--- src/rtl/booth_pkg.sv ---
package booth_pkg;

    // accumulator operation for one booth iteration
    typedef enum logic [1:0] {
        op_pass = 2'b00, // pair 00 or 11
        op_add  = 2'b01, // pair 01, add multiplicand
        op_sub  = 2'b10  // pair 10, subtract multiplicand
    } booth_op_e;

    // sequencer states
    typedef enum logic [1:0] {
        st_idle  = 2'b00,
        st_load  = 2'b01,
        st_run   = 2'b10,
        st_store = 2'b11
    } seq_state_e;

    // apb register map, byte offsets
    localparam logic [7:0] reg_opa    = 8'h00; // multiplicand
    localparam logic [7:0] reg_opb    = 8'h04; // multiplier
    localparam logic [7:0] reg_ctrl   = 8'h08; // bit 0 start, write only
    localparam logic [7:0] reg_status = 8'h0C; // bit 0 busy, bit 1 done
    localparam logic [7:0] reg_result = 8'h10; // signed product

    // status bit positions
    localparam int status_busy_bit = 0;
    localparam int status_done_bit = 1;

endpackage

--- src/rtl/booth_datapath.sv ---
`timescale 1ns/1ps

module booth_datapath #(
    parameter int OPERAND_W = 16
) (
    input  logic                   clk,
    input  logic                   rst,
    input  logic [OPERAND_W-1:0]   multiplicand,
    input  logic [OPERAND_W-1:0]   multiplier,
    input  logic                   load,
    input  logic                   step,
    input  logic                   store,
    input  booth_pkg::booth_op_e   op,
    output logic [1:0]             booth_bits,
    output logic                   count_done,
    output logic [2*OPERAND_W-1:0] product
);

    localparam int CNT_W = $clog2(OPERAND_W + 1);
    // one guard bit so that subtracting the most negative multiplicand cannot overflow
    localparam int ACC_W = OPERAND_W + 1;
    localparam int CMB_W = ACC_W + OPERAND_W;

    logic [ACC_W-1:0]     mcand;     // sign-extended multiplicand
    logic [ACC_W-1:0]     acc;       // upper half of the combined register
    logic [OPERAND_W-1:0] mplier;    // lower half, consumed one bit per step
    logic                 q_m1;      // Q(-1)
    logic [CNT_W-1:0]     count;
    logic [CNT_W-1:0]     count_inc;
    logic [ACC_W-1:0]     acc_op;    // accumulator after add/sub/pass
    logic [CMB_W-1:0]     combined;
    logic [CMB_W-1:0]     shifted;

    // recoded pair Q0, Q(-1) goes out to the sequencer
    assign booth_bits = {mplier[0], q_m1};

    // add, subtract or pass
    always_comb begin
        case (op)
            booth_pkg::op_add: acc_op = acc + mcand;
            booth_pkg::op_sub: acc_op = acc - mcand;
            default:           acc_op = acc;
        endcase
    end

    // arithmetic right shift of {acc, mplier}
    always_comb begin
        combined = {acc_op, mplier};
        shifted  = {combined[CMB_W-1], combined[CMB_W-1:1]};
    end

    assign count_inc = count + 1'b1;
    // the step now in progress is the last one
    assign count_done = (count_inc == CNT_W'(OPERAND_W));

    // multiplicand, held for the whole run
    always_ff @(posedge clk or negedge rst) begin
        if (!rst) begin
            mcand <= '0;
        end else if (load) begin
            mcand <= {multiplicand[OPERAND_W-1], multiplicand}; // sign extend into guard bit
        end
    end

    // accumulator, multiplier and Q(-1)
    always_ff @(posedge clk or negedge rst) begin
        if (!rst) begin
            acc    <= '0;
            mplier <= '0;
            q_m1   <= 1'b0;
        end else if (load) begin
            acc    <= '0;
            mplier <= multiplier;
            q_m1   <= 1'b0;
        end else if (step) begin
            acc    <= shifted[CMB_W-1:OPERAND_W];
            mplier <= shifted[OPERAND_W-1:0];
            q_m1   <= combined[0]; // bit shifted out
        end
    end

    // iteration counter
    always_ff @(posedge clk or negedge rst) begin
        if (!rst) begin
            count <= '0;
        end else if (load) begin
            count <= '0;
        end else if (step) begin
            count <= count_inc;
        end
    end

    // product register, written together with the last step
    always_ff @(posedge clk or negedge rst) begin
        if (!rst) begin
            product <= '0;
        end else if (store) begin
            product <= shifted[2*OPERAND_W-1:0]; // guard bit is only sign
        end
    end

endmodule

--- src/rtl/booth_sequencer.sv ---
`timescale 1ns/1ps

module booth_sequencer (
    input  logic                 clk,
    input  logic                 rst,
    input  logic                 start,
    input  logic [1:0]           booth_bits,
    input  logic                 count_done,
    output logic                 load,
    output logic                 step,
    output logic                 store,
    output booth_pkg::booth_op_e op,
    output logic                 busy,
    output logic                 done_pulse
);

    booth_pkg::seq_state_e state;
    booth_pkg::seq_state_e state_nxt;

    // state register
    always_ff @(posedge clk or negedge rst) begin
        if (!rst) begin
            state <= booth_pkg::st_idle;
        end else begin
            state <= state_nxt;
        end
    end

    // next state
    always_comb begin
        state_nxt = state;
        case (state)
            booth_pkg::st_idle: begin
                if (start) begin
                    state_nxt = booth_pkg::st_load;
                end
            end
            booth_pkg::st_load: begin
                state_nxt = booth_pkg::st_run; // single load cycle
            end
            booth_pkg::st_run: begin
                if (count_done) begin
                    state_nxt = booth_pkg::st_store; // last step just issued
                end
            end
            booth_pkg::st_store: begin
                state_nxt = booth_pkg::st_idle;
            end
            default: begin
                state_nxt = booth_pkg::st_idle;
            end
        endcase
    end

    // booth recoding, only the sequencer looks at the pair
    always_comb begin
        op = booth_pkg::op_pass;
        if (state == booth_pkg::st_run) begin
            case (booth_bits)
                2'b01:   op = booth_pkg::op_add;
                2'b10:   op = booth_pkg::op_sub;
                default: op = booth_pkg::op_pass; // 00 and 11
            endcase
        end
    end

    // control strobes straight from the state
    assign load       = (state == booth_pkg::st_load);
    assign step       = (state == booth_pkg::st_run);
    assign store      = step && count_done; // last shift goes to product
    assign done_pulse = (state == booth_pkg::st_store);
    assign busy       = (state != booth_pkg::st_idle); // load through store

endmodule

--- src/rtl/booth_apb_regs.sv ---
`timescale 1ns/1ps

module booth_apb_regs #(
    parameter int OPERAND_W = 16
) (
    input  logic                   clk,
    input  logic                   rst,
    input  logic                   psel,
    input  logic                   penable,
    input  logic                   pwrite,
    input  logic [7:0]             paddr,
    input  logic [31:0]            pwdata,
    output logic [31:0]            prdata,
    output logic                   pready,
    output logic                   pslverr,
    output logic [OPERAND_W-1:0]   multiplicand,
    output logic [OPERAND_W-1:0]   multiplier,
    output logic                   start,
    input  logic                   busy,
    input  logic                   done_pulse,
    input  logic [2*OPERAND_W-1:0] product
);

    logic                   access;   // apb access phase
    logic                   wr;
    logic                   wr_ok;    // write accepted, no error
    logic                   is_opa;
    logic                   is_opb;
    logic                   is_ctrl;
    logic                   is_status;
    logic                   is_result;
    logic                   unknown;
    logic                   wr_ro;    // write to a read-only register
    logic                   wr_busy;  // write refused during a run
    logic                   done;     // sticky done flag
    logic [2*OPERAND_W-1:0] result;
    logic [31:0]            status_rd;

    assign pready = 1'b1; // no wait states

    assign access = psel && penable;
    assign wr     = access && pwrite;

    // address decode
    assign is_opa    = (paddr == booth_pkg::reg_opa);
    assign is_opb    = (paddr == booth_pkg::reg_opb);
    assign is_ctrl   = (paddr == booth_pkg::reg_ctrl);
    assign is_status = (paddr == booth_pkg::reg_status);
    assign is_result = (paddr == booth_pkg::reg_result);
    assign unknown   = !(is_opa || is_opb || is_ctrl || is_status || is_result);

    // error rules
    assign wr_ro   = pwrite && (is_status || is_result);
    assign wr_busy = pwrite && busy && (is_opa || is_opb || is_ctrl);
    assign pslverr = access && (unknown || wr_ro || wr_busy);

    assign wr_ok = wr && !pslverr;

    // one cycle, on the access edge
    assign start = wr_ok && is_ctrl && pwdata[0];

    // operand registers
    always_ff @(posedge clk or negedge rst) begin
        if (!rst) begin
            multiplicand <= '0;
            multiplier   <= '0;
        end else if (wr_ok) begin
            if (is_opa) begin
                multiplicand <= pwdata[OPERAND_W-1:0];
            end
            if (is_opb) begin
                multiplier <= pwdata[OPERAND_W-1:0];
            end
        end
    end

    // done stays set until the next accepted start
    always_ff @(posedge clk or negedge rst) begin
        if (!rst) begin
            done <= 1'b0;
        end else if (start) begin
            done <= 1'b0;
        end else if (done_pulse) begin
            done <= 1'b1;
        end
    end

    // result capture at the end of the store cycle
    always_ff @(posedge clk or negedge rst) begin
        if (!rst) begin
            result <= '0;
        end else if (done_pulse) begin
            result <= product;
        end
    end

    always_comb begin
        status_rd = '0;
        status_rd[booth_pkg::status_busy_bit] = busy;
        status_rd[booth_pkg::status_done_bit] = done;
    end

    // read mux, values sign extended to the bus width
    always_comb begin
        prdata = '0;
        if (is_opa) begin
            prdata = 32'($signed(multiplicand));
        end else if (is_opb) begin
            prdata = 32'($signed(multiplier));
        end else if (is_status) begin
            prdata = status_rd;
        end else if (is_result) begin
            prdata = 32'($signed(result));
        end
        // ctrl is write only and reads back zero, unknown addresses too
    end

endmodule

--- src/rtl/booth_mult_top.sv ---
`timescale 1ns/1ps

module booth_mult_top #(
    parameter int OPERAND_W = 16 // product is 2*OPERAND_W
) (
    input  logic        clk,
    input  logic        rst,
    input  logic        psel,
    input  logic        penable,
    input  logic        pwrite,
    input  logic [7:0]  paddr,
    input  logic [31:0] pwdata,
    output logic [31:0] prdata,
    output logic        pready,
    output logic        pslverr
);

    // front end <-> datapath
    logic [OPERAND_W-1:0]   multiplicand;
    logic [OPERAND_W-1:0]   multiplier;
    logic [2*OPERAND_W-1:0] product;

    // front end <-> sequencer
    logic start;
    logic busy;
    logic done_pulse;

    // sequencer <-> datapath
    logic                 load;
    logic                 step;
    logic                 store;
    booth_pkg::booth_op_e op;
    logic [1:0]           booth_bits;
    logic                 count_done;

    booth_apb_regs #(
        .OPERAND_W (OPERAND_W)
    ) u_regs (
        .clk          (clk),
        .rst          (rst),
        .psel         (psel),
        .penable      (penable),
        .pwrite       (pwrite),
        .paddr        (paddr),
        .pwdata       (pwdata),
        .prdata       (prdata),
        .pready       (pready),
        .pslverr      (pslverr),
        .multiplicand (multiplicand),
        .multiplier   (multiplier),
        .start        (start),
        .busy         (busy),
        .done_pulse   (done_pulse),
        .product      (product)
    );

    booth_sequencer u_seq (
        .clk        (clk),
        .rst        (rst),
        .start      (start),
        .booth_bits (booth_bits),
        .count_done (count_done),
        .load       (load),
        .step       (step),
        .store      (store),
        .op         (op),
        .busy       (busy),
        .done_pulse (done_pulse)
    );

    booth_datapath #(
        .OPERAND_W (OPERAND_W)
    ) u_dp (
        .clk          (clk),
        .rst          (rst),
        .multiplicand (multiplicand),
        .multiplier   (multiplier),
        .load         (load),
        .step         (step),
        .store        (store),
        .op           (op),
        .booth_bits   (booth_bits),
        .count_done   (count_done),
        .product      (product)
    );

endmodule

--- config.mk ---
export PLATFORM = sky130hd
export DESIGN_NAME = booth_mult_top
export DESIGN_NICKNAME = d
export VERILOG_FILES = /design/src/rtl/booth_pkg.sv /design/src/rtl/booth_datapath.sv /design/src/rtl/booth_sequencer.sv /design/src/rtl/booth_apb_regs.sv /design/src/rtl/booth_mult_top.sv
export SDC_FILE = /design/constraint.sdc
export NUM_CORES = 1
export LEC_CHECK = 0
export BUFFER_PORTS_ARGS = -buffer_cell sky130_fd_sc_hd__buf_2
export CAP_MARGIN = 5
export CORE_UTILIZATION = 45
export DETAILED_ROUTE_END_ITERATION = 16
export PLACE_DENSITY_LB_ADDON = 0.25
export SYNTH_ARGS = -nofsm -noshare
export SYNTH_HDL_FRONTEND = slang
export SYNTH_SLANG_ARGS = --single-unit
--- constraint.sdc ---
create_clock -name clk -period 5.5 [get_ports clk]
set_clock_uncertainty 0.15 [all_clocks]
set_input_delay 0.275 -clock clk [delete_from_list [all_inputs] [get_ports clk]]
set_output_delay 0.275 -clock clk [all_outputs]
set_load 0.02 [all_outputs]
## Word-level counts from Yosys, hierarchy flattened

Index checks and enable logic that the tools add are counted.

| word-level totals | value |
|---|---|
| register bits after elaboration | 154 |
| bits of input ports | 45 |
| output and inout port bits | 34 |
| word-level logic and storage cells | 75 |

| cells by class | value |
|---|---|
| add/sub/neg operators | 3 |
| equality and inequality tests | 14 |
| mux-type cells | 20 |
| reductions and logical operators | 27 |

Operator list:

| operator | number |
|---|---|
| $mux 32 | 4 |
| $mux 17 | 2 |
| $pmux 17 s2 | 1 |
| $mux 16 | 2 |
| $add 17x17->17 | 1 |
| $sub 17x17->17 | 1 |
| $eq 8x4->1 const B | 2 |
| $logic_and 1x1->1 | 10 |
| $mux 5 | 2 |
| $eq 2x2->1 const B | 4 |
| $eq 8x3->1 const B | 1 |
| $eq 8x5->1 const B | 1 |
| $logic_not 8->1 | 1 |
| $pmux 2 s4 | 1 |
| $logic_or 1x1->1 | 7 |
| $eq 2x1->1 const B | 3 |
| $mux 2 | 3 |
| $reduce_and 2->1 | 3 |
| $reduce_bool 2->1 | 3 |
| $add 5x1->5 const B | 1 |
| $eq 5x5->1 const B | 1 |
| $mux 1 | 4 |
| $pmux 2 s2 | 1 |
| $logic_not 1->1 | 2 |
| other kinds (3) | 3 |

## Depth between registers and ports, before layout

| logic depth | value |
|---|---|
| depth after elaboration | 15 |
| gate-level depth with buffers | 19 |

## By module

Synthesis repeated with hierarchy kept, for this count alone.

| unflattened totals | value |
|---|---|
| cell total of the unflattened synthesis | 731 |
| area total of the unflattened synthesis | 8059.0 sq um |

Modules (own cells, without submodules):

| module | times used | cells an instance | area each (sq um) | sequential area each (sq um) |
|---|---|---|---|---|
| booth_datapath | 1 | 473 | 4755.8 | 2152.1 |
| booth_apb_regs | 1 | 238 | 3103.0 | 1626.6 |
| booth_sequencer | 1 | 20 | 200.2 | 50.0 |

## Least setup slack after synthesis

Ideal clock, no wire load.

| path | value |
|---|---|
| kind | reg2reg |
| from | register u_seq.state[0] |
| to | register u_dp.product[28] |
| library setup time | 0.077 ns |
| arrival | 3.572 ns |
| data required time | 5.273 ns |
| slack | 1.702 ns |
| stages on the path, launching flop included | 18 |
| path buffers | 2 |
| cells stage by stage | dfrtp_1 inv_1 ha_1 nand2_1 nor2_1 ha_1 clkbuf_1 clkbuf_1 a21oi_1 xnor2_1 ha_1 a21o_1 a21o_1 a221oi_2 a32oi_1 nor4bb_1 or3_1 o21ai_1 |

| between the ends | value |
|---|---|
| word-level cells in the longest chain between the ends | 4 |

Ends and longest elaborated chain:

| item | RTL line | text |
|---|---|---|
| from (decl) | booth_sequencer.sv:17 | `booth_pkg::seq_state_e state;` |
| from (signal assigned) | booth_sequencer.sv:23 | `state <= booth_pkg::st_idle;` |
| from (signal assigned) | booth_sequencer.sv:25 | `state <= state_nxt;` |
| $eq 2x2->1 * | booth_sequencer.sv:58, booth_sequencer.sv:69 |  |
| $mux 2 | booth_sequencer.sv:58 | `if (state == booth_pkg::st_run) begin` |
| $eq 2x2->1 / $eq 2x1->1 (equally long branches) | booth_datapath.sv:39 | `case (op)` |
| $pmux 17 s2 | booth_datapath.sv:39 |  |
| to (signal assigned) | booth_datapath.sv:98 | `product <= shifted[2*OPERAND_W-1:0];` |
| to (decl) | booth_datapath.sv:16 | `output logic [2*OPERAND_W-1:0] product` |

Mark *: on every way between the ends. The rest lies on a longest branch, timed or not.
A chain may end at the register's enable or synchronous reset.

## Worst setup path after layout

| path | value |
|---|---|
| from | register u_seq.state[0] |
| to | register u_dp.product[31] |

Same word-level chain as after synthesis.

==> flow_results.xml <==
<?xml version="1.0" encoding="UTF-8"?>
<metrics>
  <group name="outcome">
    <metric name="run_status" unit="">completed</metric>
  </group>
  <group name="synthesis">
    <metric name="post_synth_inst_count" unit="">769</metric>
    <metric name="netlist_area" unit="sq um">7920</metric>
    <metric name="synth_xor_xnor_area_share" unit="%">2.55</metric>
    <metric name="netlist-cell-type-count" unit="">56</metric>
    <metric name="post_synth_fa_ha_maj_area_fraction" unit="%">4.05</metric>
    <metric name="synth_seq_cells" unit="">153</metric>
    <metric name="async_flop_share" unit="%">100</metric>
    <metric name="synth_enable_flop_cells" unit="">0</metric>
    <metric name="synth-compound-area-share" unit="%">13.3</metric>
    <metric name="synth-seq-area-share" unit="%">48.4</metric>
    <metric name="synth-main-ff-cell" unit="">dfrtp_1</metric>
    <metric name="synth_simple_gate_area_share" unit="%">11.7</metric>
    <metric name="synth.net_count" unit="">839</metric>
    <metric name="synthesis.yosys.warnings" unit="">0</metric>
    <metric name="postSynthAreaPerCell" unit="sq um">10.3</metric>
    <metric name="main_combinational_cell_family_by_area_after_synthesis" unit="">multiplexers</metric>
    <metric name="yosys-mux-area-fraction" unit="%">16.3</metric>
  </group>
  <group name="worst_hold_path">
    <metric name="holdPathStages" unit="">4</metric>
    <metric name="worst_hold_startpoint" unit="">paddr[3]</metric>
    <metric name="hold_path.class" unit="">input pin to flop</metric>
    <metric name="hold_end" unit="">u_regs.done</metric>
  </group>
  <group name="critical_path">
    <metric name="reg2reg_to" unit="">u_dp.product[31]</metric>
    <metric name="ff2ff_path_depth" unit="">17</metric>
    <metric name="cp.required" unit="ns">5.63</metric>
    <metric name="r2r_start" unit="">u_seq.state[0]</metric>
    <metric name="critical_path.endpoint_type" unit="">flop</metric>
    <metric name="cp-start-kind" unit="">flop</metric>
    <metric name="critPathKind" unit="">flop to flop</metric>
    <metric name="timing.critical_path.arrival" unit="ns">4.31</metric>
    <metric name="cp_max_fo" unit="">17</metric>
    <metric name="regToRegSetupSlack" unit="ns">1.33</metric>
  </group>
  <group name="sta">
    <metric name="report.final.hold_viol_count" unit="">0</metric>
    <metric name="timing.final.setup_violations" unit="">0</metric>
    <metric name="sum_neg_setup_slack" unit="ns">0</metric>
    <metric name="max_slew.worst_pin.slew" unit="ns">0.968</metric>
    <metric name="timing.final.crit_share" unit="%">75.9</metric>
    <metric name="fmax" unit="MHz">240</metric>
    <metric name="slew_violations" unit="">0</metric>
    <metric name="finalCriticalPeriod" unit="ns">4.17</metric>
    <metric name="timing.hold.ws" unit="ns">0.204</metric>
    <metric name="slew_headroom" unit="%">35.5</metric>
    <metric name="grt_setup_unrepaired" unit="">false</metric>
  </group>
  <group name="clock_network">
    <metric name="root_buffer" unit="">clkbuf_16</metric>
    <metric name="cts_inserted_buffers" unit="">17</metric>
    <metric name="tritoncts_sink_count" unit="">153</metric>
    <metric name="cts.path.max_buffers" unit="">2</metric>
    <metric name="cts_setup_buffers" unit="">0</metric>
    <metric name="post_cts.resized_instances" unit="">0</metric>
    <metric name="htreeDepth" unit="">4</metric>
    <metric name="cts_tree" unit="">built</metric>
    <metric name="worstSkewPairLatency" unit="ns">0.43</metric>
    <metric name="clkSlewWorstSetupHoldPaths" unit="ns">0.06</metric>
  </group>
  <group name="floorplan">
    <metric name="dieHeight" unit="um">135</metric>
    <metric name="die_w" unit="um">135</metric>
    <metric name="floorplan.core_area" unit="sq um">17200</metric>
    <metric name="fp.dieArea" unit="sq um">18100</metric>
    <metric name="row_count" unit="">48</metric>
    <metric name="top_level_ports" unit="">79</metric>
    <metric name="initial_core_util" unit="%">45.9</metric>
  </group>
  <group name="detailed_routing">
    <metric name="via_per_instance_ratio" unit="">5.31</metric>
    <metric name="detailedRoute.firstIterationViolations" unit="">249</metric>
    <metric name="drtPass1Iterations" unit="">5</metric>
    <metric name="total_detailed_routing_wirelength" unit="um">17100</metric>
    <metric name="detailroute.via_count" unit="">5683</metric>
    <metric name="detail_route.wl_per_cell" unit="um">16.0</metric>
    <metric name="drc" unit="">0</metric>
    <metric name="route.antenna.remaining_nets" unit="">0</metric>
  </group>
  <group name="final_layout">
    <metric name="n_antenna_cell" unit="">0</metric>
    <metric name="finish.net_count" unit="">903</metric>
    <metric name="post_route_cells_drive_above_1_share" unit="%">22.4</metric>
    <metric name="area_growth" unit="%">15.7</metric>
  </group>
  <group name="grt">
    <metric name="number_of_antenna_violations_at_the_first_check_in_global_routing" unit="">0</metric>
    <metric name="groute.usage.overall" unit="%">20.6</metric>
    <metric name="wire_length_of_the_first_global_routing_pass" unit="um">28900</metric>
    <metric name="globalRouteOverflowTotal" unit="">0</metric>
    <metric name="first_global_vias" unit="">5803</metric>
    <metric name="grt_max_degree" unit="">106</metric>
  </group>
  <group name="run">
    <metric name="max-cap-violations" unit="">0</metric>
  </group>
  <group name="placed_design">
    <metric name="io_buffers" unit="">61</metric>
    <metric name="dp_hpwl" unit="um">11400</metric>
    <metric name="finalWeightedCongestion" unit="">0.807</metric>
  </group>
  <group name="power_and_ir_drop">
    <metric name="vdd_ir_drop_max" unit="mV">0.277</metric>
    <metric name="pwr_density_cell" unit="nW/um^2">506</metric>
    <metric name="static-leakage-power" unit="nW">4.55</metric>
  </group>
</metrics>
## logic make-up after synthesis
logic type,Yosys count
compound gates,170
xor+xnor,23
fa+ha+maj,25
buf+inv,68
flops,153
mux,115
other cells,1
simple gates,214
## how the worst max path moves through the flow
stage,startpoint,to,depth (start not counted)
floorplan,u_seq.state[0],u_dp.product[28],17
finish,u_seq.state[0],u_dp.product[31],17
global placement,u_seq.state[0],u_dp.product[31],16
CTS,u_seq.state[0],u_dp.product[31],16
detailed placement,u_seq.state[0],u_dp.product[31],17
global route,u_seq.state[0],u_dp.product[31],17
## metal layers
layer | track usage (%) | vias up | wire length (um)
met5 | 0 | - | 0
met4 | 6.12 | 0 | 206
met3 | 3.94 | 17 | 405
met2 | 33.8 | 80 | 8060
met1 | 27.8 | 2761 | 8430
li1 | - | 2825 | -
## metrics by stage
step           area [sq um]  total power [W]  cells  util (%)  setup WS, ns
2_1_floorplan          7920          0.00305    769         -          1.70
3_3_place_gp           8400          0.00343   1022      48.7          1.35
3_5_place_dp           8400          0.00347   1022      48.7          1.27
4_1_cts                9160          0.00467   1070      53.1          1.25
5_1_grt                9160          0.00499   1070      53.1         0.891
6_report               9160          0.00463   1070      53.1          1.33
## layout by cell type, fill, tap and decap left out, types with 3 or more instances in the layout
master and count:
a211oi_1 3, a21o_1 23, a21oi_1 38, a31o_2 3
a31oi_1 13, and2_1 6, buf_2 60, buf_4 9
clkbuf_16 17, clkbuf_8 3, clkinvlp_4 3, dfrtp_1 153
dlygate4sd3_1 17, ha_1 22, inv_1 25, mux2_2 71
mux2_4 10, mux2i_1 34, nand2_1 112, nand2b_1 5
nand3_1 6, nor2_1 53, nor2b_1 5, nor3_1 8
nor3b_1 3, nor4_1 3, o211ai_1 3, o21a_1 5
o21ai_0 51, o22ai_1 14, or3_1 6, xnor2_1 17
xor2_1 6
## power breakdown
| group | switching [W] | leakage, nW | internal, W |
|---|---|---|---|
| registers | 0.000171 | 2.06 | 0.00137 |
| logic | 0.00111 | 2.21 | 0.000806 |
| clock network | 0.000472 | 0.282 | 0.000702 |
## cell type report
class | count | area (sq um)
sequential | 153 | 3830
timing repair buffer | 87 | 549
fill | 1559 | 8080
clock inverter | 10 | 119
clock buffer | 21 | 470
tap | 225 | 282
inverter | 26 | 97.6
multi-input combinational | 548 | 3810
## worst max-delay path: stages, from the launching register on
cell     delay (ns)
dfrtp_1        0.41
inv_1          0.12
ha_1           0.27
nand2_1        0.08
nor2_1         0.10
ha_1           0.50
a31oi_1        0.16
nor2_1         0.24
o21ai_0        0.15
xnor2_1        0.16
ha_1           0.37
nand2_1        0.15
nor2_1         0.07
a221o_1        0.29
a31oi_1        0.18
mux2i_1        0.32
xnor2_1        0.18
o21ai_0        0.10
## state kept, by name (all words and copies together) (netlist names)
name,flops
u_regs.multiplier,16
u_seq.state,2
u_dp.q_m1,1
u_dp.mcand,16
u_regs.done,1
u_dp.product,32
u_regs.result,32
u_regs.multiplicand,16
u_dp.acc,16
u_dp.mplier,16
u_dp.count,5
## Yosys cell counts (3+ instances only)
cell type,count,area (sq um)
a211oi_1,3,22.5
a21o_1,23,173
a21oi_1,38,190
a31o_2,3,26.3
a31oi_1,13,81.3
and2_1,6,37.5
buf_1,3,11.3
buf_2,5,25.0
clkbuf_1,31,116
dfrtp_1,153,3830
ha_1,24,300
inv_1,25,93.8
mux2_2,71,800
mux2_4,10,150
mux2i_1,34,340
nand2_1,112,420
nand2b_1,5,31.3
nand3_1,6,30.0
nor2_1,53,199
nor2b_1,5,31.3
nor3_1,8,40.0
nor3b_1,3,22.5
nor4_1,3,18.8
o211ai_1,3,22.5
o21a_1,5,37.5
o21ai_0,51,255
o22ai_1,14,87.6
or3_1,6,37.5
xnor2_1,17,149
xor2_1,6,52.6
## repair_timing
item                                   CTS  global route
hold buffers                            17             0
endpoints found under the hold margin  136             0
setup endpoints to repair                0             0
Note: power is estimated with default switching activity, not from simulation.
